==> config.mk <==
export PLATFORM = sky130hd
export DESIGN_NAME = cache_top
export DESIGN_NICKNAME = d
export VERILOG_FILES = /design/src/source/cache_pkg.sv /design/src/source/mem_pkg.sv /design/src/source/cache_array.sv /design/src/source/cache_ctrl.sv /design/src/source/cache_fill_fsm.sv /design/src/source/cache_top.sv
export SDC_FILE = /design/constraint.sdc
export NUM_CORES = 2
export LEC_CHECK = 0
export BUFFER_PORTS_ARGS = -buffer_cell sky130_fd_sc_hd__clkbuf_2
export CELL_PAD_IN_SITES_DETAIL_PLACEMENT = 1
export CELL_PAD_IN_SITES_GLOBAL_PLACEMENT = 2
export CORE_MARGIN = 4
export CORE_UTILIZATION = 50
export CTS_CLUSTER_SIZE = 24
export DETAILED_ROUTE_END_ITERATION = 10
export GPL_TIMING_DRIVEN = 1
export PLACE_DENSITY_LB_ADDON = 0.1
export RECOVER_POWER = 50
export SLEW_MARGIN = 20
export SYNTH_ARGS = -nofsm -noshare
export SYNTH_HDL_FRONTEND = slang
export SYNTH_SLANG_ARGS = --single-unit
==> constraint.sdc <==
create_clock -name clk -period 5.1 [get_ports clk]
set_clock_uncertainty 0.05 [all_clocks]
set_input_delay 1.275 -clock clk [delete_from_list [all_inputs] [get_ports clk]]
set_output_delay 1.275 -clock clk [all_outputs]
set_load 0.005 [all_outputs]
==> src/source/cache_pkg.sv <==
// ====================
// cache geometry package
// address split, line count and the
// layout of one tag store entry
// ====================
package cache_pkg;

    // processor byte address
    localparam int ADDR_W = 16;

    // direct mapped, one block per line
    localparam int NUM_LINES = 16;

    // field widths of the address
    localparam int OFFSET_W = 3;
    localparam int INDEX_W  = 4;
    localparam int TAG_W    = 8;

    // field positions, bit 0 selects the byte within a word
    localparam int OFFSET_LSB = 1;
    localparam int INDEX_LSB  = OFFSET_LSB + OFFSET_W;
    localparam int TAG_LSB    = INDEX_LSB + INDEX_W;

    // one tag store entry, valid bit on top
    typedef struct packed {
        logic             valid;
        logic [TAG_W-1:0] tag;
    } tag_entry_t;

endpackage

==> src/source/mem_pkg.sv <==
// ====================
// memory bus package
// data word, block size and request slots
// ====================
package mem_pkg;

    // width of one data word on the memory bus
    localparam int WORD_W = 16;

    typedef logic [WORD_W-1:0] word_t;

    // a fill moves one whole block
    localparam int BLOCK_WORDS = 8;

    // request slots the memory offers after reset
    localparam int DEFAULT_CREDITS = 4;

endpackage

==> src/source/cache_array.sv <==
// ====================
// cache storage array
// one write port, registered read port
// payload set by a type parameter
// ====================
`timescale 1ns/1ps

module cache_array #(
    parameter type entry_t = logic [15:0],
    parameter int  DEPTH   = 16
) (
    input  logic                     clk,
    input  logic                     we,
    input  logic [$clog2(DEPTH)-1:0] waddr,
    input  entry_t                   wdata,
    input  logic [$clog2(DEPTH)-1:0] raddr,
    output entry_t                   rdata
);

    // storage, no reset on the payload
    entry_t mem [DEPTH];

    // read sees the old value on a same-address write
    always_ff @(posedge clk) begin
        if (we) begin
            mem[waddr] <= wdata;
        end
        rdata <= mem[raddr];
    end

endmodule

==> src/source/cache_ctrl.sv <==
// ====================
// cache control
// processor handshake, tag compare, hit return
// miss hand-off to the fill engine and replay
// tag sweep to invalid after reset
// ====================
`timescale 1ns/1ps

module cache_ctrl (
    input  logic                                               clk,
    input  logic                                               rst,
    input  logic                                               rd_valid,
    input  logic [cache_pkg::ADDR_W-1:0]                       rd_addr,
    output logic                                               rd_ready,
    output logic                                               rd_data_valid,
    output mem_pkg::word_t                                     rd_data,
    output logic [cache_pkg::INDEX_W-1:0]                      tag_raddr,
    input  cache_pkg::tag_entry_t                              tag_rdata,
    output logic [cache_pkg::INDEX_W+cache_pkg::OFFSET_W-1:0]  data_raddr,
    input  mem_pkg::word_t                                     data_rdata,
    output logic [cache_pkg::INDEX_W+cache_pkg::OFFSET_W-1:0]  data_waddr,
    output logic                                               tag_init_we,
    output logic                                               miss_detected,
    output logic [cache_pkg::ADDR_W-1:0]                       miss_address,
    input  logic                                               fill_busy,
    input  logic                                               tag_we,
    input  logic [cache_pkg::OFFSET_W-1:0]                     fill_offset
);
    import cache_pkg::*;

    typedef enum logic [2:0] {
        ST_SWEEP,
        ST_IDLE,
        ST_LOOKUP,
        ST_COMPARE,
        ST_WAIT_FILL,
        ST_RESP
    } state_t;

    state_t              state;
    logic [ADDR_W-1:0]   addr_q;
    logic [INDEX_W-1:0]  sweep_idx;
    logic [INDEX_W-1:0]  req_index;
    logic                hit;

    assign req_index = addr_q[INDEX_LSB +: INDEX_W];

    // sweep borrows the tag address, the shared write port uses it too
    assign tag_raddr   = (state == ST_SWEEP) ? sweep_idx : req_index;
    assign tag_init_we = (state == ST_SWEEP);
    assign data_raddr  = {req_index, addr_q[OFFSET_LSB +: OFFSET_W]};
    // fill writes land in the line of the held address
    assign data_waddr  = {req_index, fill_offset};

    // tag read is one cycle old in COMPARE
    assign hit = tag_rdata.valid && (tag_rdata.tag == addr_q[TAG_LSB +: TAG_W]);

    // hand off only to an idle fill engine
    assign miss_detected = (state == ST_COMPARE) && !hit && !fill_busy;
    assign miss_address  = addr_q;

    assign rd_ready      = (state == ST_IDLE) && !fill_busy;
    assign rd_data_valid = (state == ST_RESP);

    always_ff @(posedge clk) begin
        if (rst) begin
            state     <= ST_SWEEP;
            sweep_idx <= '0;
        end else begin
            case (state)
                ST_SWEEP: begin
                    sweep_idx <= sweep_idx + INDEX_W'(1);
                    if (sweep_idx == INDEX_W'(NUM_LINES - 1)) begin
                        state <= ST_IDLE;
                    end
                end
                ST_IDLE: begin
                    if (rd_valid && rd_ready) begin
                        state <= ST_LOOKUP;
                    end
                end
                // arrays register the read here
                ST_LOOKUP: state <= ST_COMPARE;
                ST_COMPARE: begin
                    if (hit) begin
                        state <= ST_RESP;
                    end else if (miss_detected) begin
                        state <= ST_WAIT_FILL;
                    end
                end
                // replay once the tag is in
                ST_WAIT_FILL: begin
                    if (tag_we) begin
                        state <= ST_LOOKUP;
                    end
                end
                default: state <= ST_IDLE;
            endcase
        end
    end

    // held address and returned word
    always_ff @(posedge clk) begin
        if (rd_valid && rd_ready) begin
            addr_q <= rd_addr;
        end
        if ((state == ST_COMPARE) && hit) begin
            rd_data <= data_rdata;
        end
    end

endmodule

==> src/source/cache_fill_fsm.sv <==
// ====================
// cache miss fill engine
// pipelined block fetch under credit flow control
// separate request and receive counters
// tag written with the last returned word
// ====================
`timescale 1ns/1ps

module cache_fill_fsm #(
    parameter int MEM_CREDITS = mem_pkg::DEFAULT_CREDITS
) (
    input  logic                            clk,
    input  logic                            rst,
    input  logic                            miss_detected,
    input  logic [cache_pkg::ADDR_W-1:0]    miss_address,
    input  logic                            mem_rsp_valid,
    input  logic                            mem_credit,
    output logic                            fill_busy,
    output logic                            mem_req_valid,
    output logic [cache_pkg::ADDR_W-1:0]    mem_req_addr,
    output logic                            data_we,
    output logic [cache_pkg::OFFSET_W-1:0]  fill_offset,
    output logic                            tag_we,
    output cache_pkg::tag_entry_t           tag_wdata
);
    import cache_pkg::*;
    import mem_pkg::*;

    // credit counter must hold the full count
    localparam int CREDIT_W = $clog2(MEM_CREDITS + 1);
    // one extra bit so the request count can stop at BLOCK_WORDS
    localparam int REQ_W = $clog2(BLOCK_WORDS) + 1;

    logic                busy;
    logic [REQ_W-1:0]    req_cnt;
    logic [OFFSET_W-1:0] rcv_cnt;
    logic [CREDIT_W-1:0] credit_cnt;
    logic                req_done;
    logic                last_word;

    // all requests of the block sent
    assign req_done = (req_cnt == REQ_W'(BLOCK_WORDS));

    // one request per cycle while a slot is free
    assign mem_req_valid = busy && !req_done && (credit_cnt != '0);

    // block base from the miss, word from the request count
    assign mem_req_addr = {miss_address[ADDR_W-1:INDEX_LSB],
                           req_cnt[OFFSET_W-1:0],
                           {OFFSET_LSB{1'b0}}};

    // every returned word goes straight into the data array
    assign data_we     = busy && mem_rsp_valid;
    assign fill_offset = rcv_cnt;
    assign last_word   = (rcv_cnt == OFFSET_W'(BLOCK_WORDS - 1));

    // tag and valid go in with the eighth word
    assign tag_we    = data_we && last_word;
    assign fill_busy = busy;

    always_comb begin
        tag_wdata.valid = 1'b1;
        tag_wdata.tag   = miss_address[TAG_LSB +: TAG_W];
    end

    // busy state and the two counters
    always_ff @(posedge clk) begin
        if (rst) begin
            busy    <= 1'b0;
            req_cnt <= '0;
            rcv_cnt <= '0;
        end else if (!busy) begin
            if (miss_detected) begin
                busy    <= 1'b1;
                req_cnt <= '0;
                rcv_cnt <= '0;
            end
        end else begin
            // request side runs ahead of the responses
            if (mem_req_valid) begin
                req_cnt <= req_cnt + REQ_W'(1);
            end
            if (data_we) begin
                rcv_cnt <= rcv_cnt + OFFSET_W'(1);
            end
            if (tag_we) begin
                busy <= 1'b0;
            end
        end
    end

    // spend on request, refill on returned credit, both may hit one cycle
    always_ff @(posedge clk) begin
        if (rst) begin
            credit_cnt <= CREDIT_W'(MEM_CREDITS);
        end else begin
            credit_cnt <= credit_cnt + CREDIT_W'(mem_credit) - CREDIT_W'(mem_req_valid);
        end
    end

endmodule

==> src/source/cache_top.sv <==
// ====================
// read-only direct-mapped cache
// control, fill engine, tag and data stores
// ====================
`timescale 1ns/1ps

module cache_top #(
    parameter int MEM_CREDITS = mem_pkg::DEFAULT_CREDITS
) (
    input  logic                          clk,
    input  logic                          rst,
    input  logic                          rd_valid,
    input  logic [cache_pkg::ADDR_W-1:0]  rd_addr,
    output logic                          rd_ready,
    output logic                          rd_data_valid,
    output mem_pkg::word_t                rd_data,
    output logic                          mem_req_valid,
    output logic [cache_pkg::ADDR_W-1:0]  mem_req_addr,
    input  logic                          mem_credit,
    input  logic                          mem_rsp_valid,
    input  mem_pkg::word_t                mem_rsp_data
);
    import cache_pkg::*;
    import mem_pkg::*;

    // data store holds every word of every line
    localparam int DATA_AW = INDEX_W + OFFSET_W;

    logic [INDEX_W-1:0]  tag_raddr;
    tag_entry_t          tag_rdata;
    tag_entry_t          tag_wdata_fill;
    tag_entry_t          tag_wdata;
    logic                tag_init_we;
    logic                tag_we;
    logic                tag_wr;
    logic [DATA_AW-1:0]  data_raddr;
    logic [DATA_AW-1:0]  data_waddr;
    word_t               data_rdata;
    logic                data_we;
    logic [OFFSET_W-1:0] fill_offset;
    logic                miss_detected;
    logic [ADDR_W-1:0]   miss_address;
    logic                fill_busy;

    // sweep writes an all-zero entry, which is invalid
    assign tag_wr    = tag_we | tag_init_we;
    assign tag_wdata = tag_init_we ? '0 : tag_wdata_fill;

    cache_ctrl i_ctrl (
        .clk           (clk),
        .rst           (rst),
        .rd_valid      (rd_valid),
        .rd_addr       (rd_addr),
        .rd_ready      (rd_ready),
        .rd_data_valid (rd_data_valid),
        .rd_data       (rd_data),
        .tag_raddr     (tag_raddr),
        .tag_rdata     (tag_rdata),
        .data_raddr    (data_raddr),
        .data_rdata    (data_rdata),
        .data_waddr    (data_waddr),
        .tag_init_we   (tag_init_we),
        .miss_detected (miss_detected),
        .miss_address  (miss_address),
        .fill_busy     (fill_busy),
        .tag_we        (tag_we),
        .fill_offset   (fill_offset)
    );

    cache_fill_fsm #(
        .MEM_CREDITS (MEM_CREDITS)
    ) i_fill (
        .clk           (clk),
        .rst           (rst),
        .miss_detected (miss_detected),
        .miss_address  (miss_address),
        .mem_rsp_valid (mem_rsp_valid),
        .mem_credit    (mem_credit),
        .fill_busy     (fill_busy),
        .mem_req_valid (mem_req_valid),
        .mem_req_addr  (mem_req_addr),
        .data_we       (data_we),
        .fill_offset   (fill_offset),
        .tag_we        (tag_we),
        .tag_wdata     (tag_wdata_fill)
    );

    // tag write address is the lookup index, or the sweep index during sweep
    cache_array #(
        .entry_t (tag_entry_t),
        .DEPTH   (NUM_LINES)
    ) tag_store (
        .clk   (clk),
        .we    (tag_wr),
        .waddr (tag_raddr),
        .wdata (tag_wdata),
        .raddr (tag_raddr),
        .rdata (tag_rdata)
    );

    // memory words go in unchanged
    cache_array #(
        .entry_t (word_t),
        .DEPTH   (NUM_LINES * BLOCK_WORDS)
    ) data_store (
        .clk   (clk),
        .we    (data_we),
        .waddr (data_waddr),
        .wdata (mem_rsp_data),
        .raddr (data_raddr),
        .rdata (data_rdata)
    );

endmodule

==> impl_metrics.toml <==
[synth]
synth.area.top_cells = "edfxtp_1, mux4_2, mux2i_1, dfxtp_1, a22oi_1"
synth_seq_cells = 2266
synthDominantCellAreaShare_pct = 76.7
synth_cells = 4341
yosysMostFrequentCell = "edfxtp_1"
syn_nets = 4386
synth_common_cells = "edfxtp_1, mux2i_1, mux4_2, nand2_1, nor2_1"
synth_area_um2 = 87100
ys.flop_type = "edfxtp_1"
syn_area_per_cell_um2 = 20.1
synth-seq-area-share_pct = 77.7
yosysWarningCount = 0
yosys.area.top_type = "edfxtp_1"
synth_edf_count = 2223
synthArstFlopShare_pct = 0
ys_types = 54

[finish]
finalNonFillerCells = 7205
nets = 4742
drive_above_1_share_pct = 22.3
fill_cells = 14826
area.growth.synth_to_final_pct = 13.9
stdcell_area_um2 = 99100
seqCellArea_um2 = 67600
multiInputGateArea_um2 = 18300

[floorplanning]
die_width_um = 425
rows = 152
start_util_pct = 50.5
io_pins = 72
die-area_um2 = 181000
fp.dieH_um = 425
core_area_um2 = 172000

[global_routing]
grt_pass1_wl_mm = 350
grt_use_met2_pct = 43.4
grt_max_degree = 129
busiest_layer = "met2"
grt_antenna_before_repair = 11
grt_util_met3_pct = 4.59
grtUsageMet1_pct = 39.4
grt_pass1_vias = 46088
track_usage_pct = 27.3
overflow = 0

[worst_setup_path]
cpPeakStageDelay_ns = 2.75
cp-start-kind = "input port"
cp.required_ns = 5.62
crit_chain = "clkbuf_1, buf_4"
cp.arrival_ns = 4.94
cp_num_buf_inv = 2
crit_path_top_delay_cell = "clkbuf_1"
cp_top_family = "buffers and inverters"
setup.worst_path.end_class = "register"
crit_fanout = 69
path_class = "in -> reg"

[cts]
clk_pin_slew_worst_paths_ns = 0.06
ctsLongestPathBuffers = 3
cts_tree = "built"
postCtsSetupBuffers = 0
cts.sinks = 2266
ctsHoldBuffers = 0
ctsResizeCount = 0
numCtsBuffers = 228
root_buffer = "clkbuf_16"
clkLatencyLatePin_ns = 0.86
htreeDepth = 4

[timing]
rsz0062_at_grt = "no"
holdWs_ns = 0.328
maxSlewViolCount = 1289
fin_tns_setup_ns = 0
max-slew-margin-rel_pct = -173
tightest_slew_ns = 4.09
final-setup-viol-count = 0
period_needed_ns = 4.42
worst_slack_ns = 0.680
final_hold_viol_count = 0
max_freq_mhz = 226
period_share_pct = 86.7

[place]
dpl.hpwl_mm = 149
dp.cells = 6777
io_buffers = 69
dpl_worst_slack_ns = 0.851
place_congestion = 0.796
place_area_um2 = 91900

[pwr]
pwr_density_cell_nw_per_um2 = 381
leakage_nw = 32.4
ir_drop_uv = 415

[route]
drtPass1Iterations = 5
vias_per_cell = 6.18
drt-wirelength-per-cell_um = 33.9
drc = 0
vias = 44518
drt_wl_total_mm = 244
drtIter0Drc = 4987
ant_nets = 0

[outcome]
outcome = "finished with violations"
violations = "max-capacitance violations, max-slew violations"

[job]
max_cap_viol_count = 23

[min_path]
worst_hold_path_type = "reg -> reg"
where the power goes:
group          internal (mW)  switching [mW]  total, mW
logic                  0.113           0.488      0.601
clock network           9.70            6.93       16.6
registers               20.5          0.0204       20.5
registers in the layout, summed over array words and instances (netlist names):
register / count
i_ctrl.rd_data: 16
tag_store.rdata: 9
i_fill.credit_cnt: 3
i_ctrl.state: 3
data_store.mem: 2048
i_fill.req_cnt: 4
i_fill.fill_offset: 3
data_store.rdata: 16
tag_store.mem: 144
i_fill.fill_busy: 1
i_ctrl.sweep_idx: 4
i_ctrl.miss_address: 15
logic make-up (layout without fill, tap and decap cells):
logic type,Yosys count,count (layout),synth area share (%)
buffers and inverters,262,814,1.42
AOI/OAI and AO/OA,445,445,3.41
adders and majority gates,8,8,0.124
other,1,3,0.00431
DFF,2266,2266,77.7
muxes,772,772,14.3
xor gates and xnor gates,15,15,0.151
and+or+nand+nor,572,572,2.92
metrics by stage:
step | power (mW) | util, %
after CTS | 38.0 | 57.6
final | 37.7 | 57.5
after global placement | 21.5 | 53.3
after global routing | 38.9 | 57.5
after floorplan | 21.1 | -
after detailed placement | 21.5 | 53.3
layout make-up:
| cell class | count | share of cell area (%) |
|---|---|---|
| clock buffer | 299 | 6.33 |
| sequential | 2266 | 68.2 |
| tap | 2310 | 2.92 |
| timing repair buffer | 378 | 2.85 |
| clock inverter | 127 | 1.16 |
| antenna | 2 | 0.00505 |
| multi-input combinational | 1813 | 18.5 |
| inverter | 10 | 0.0404 |
routing by layer:
layer  routed length (µm)  up-vias
met4                 7280        4
met3                16400      339
li1                     -    18509
met5                   31        -
met1               103000    24052
met2               117000     1614
cells in the final DEF (no fill, tap or decap), drive strengths merged, types with 11 or more instances in the layout:
cell / Yosys / routed
clkinv: 0 / 100
nor2b: 16 / 16
o211ai: 36 / 36
dfxtp: 43 / 43
bufinv: 0 / 22
nor2: 184 / 184
mux4: 378 / 378
a21oi: 145 / 145
clkbuf: 98 / 392
buf: 154 / 285
mux2: 12 / 12
a221o: 16 / 16
nor4: 13 / 13
inv: 10 / 11
edfxtp: 2223 / 2223
mux2i: 382 / 382
o22ai: 20 / 20
a22oi: 111 / 111
and2: 38 / 38
nor3: 13 / 13
o21ai: 15 / 15
a31oi: 34 / 34
and3: 18 / 18
nand3: 70 / 70
nand2: 200 / 200
a211oi: 28 / 28
worst paths after layout:
check                                         endpoint  slack (ns)  cells past startpoint                    from
worst max-delay path            data_store.mem[122][8]        0.68                      2         mem_rsp_data[8]
worst min-delay path                 i_ctrl.rd_data[7]        0.33                      0     data_store.rdata[7]
worst max register to register     data_store.rdata[2]        1.06                      9  i_ctrl.miss_address[3]
worst min register to register       i_ctrl.rd_data[7]        0.33                      0     data_store.rdata[7]
No activity file was read; power rests on OpenSTA's default activity.
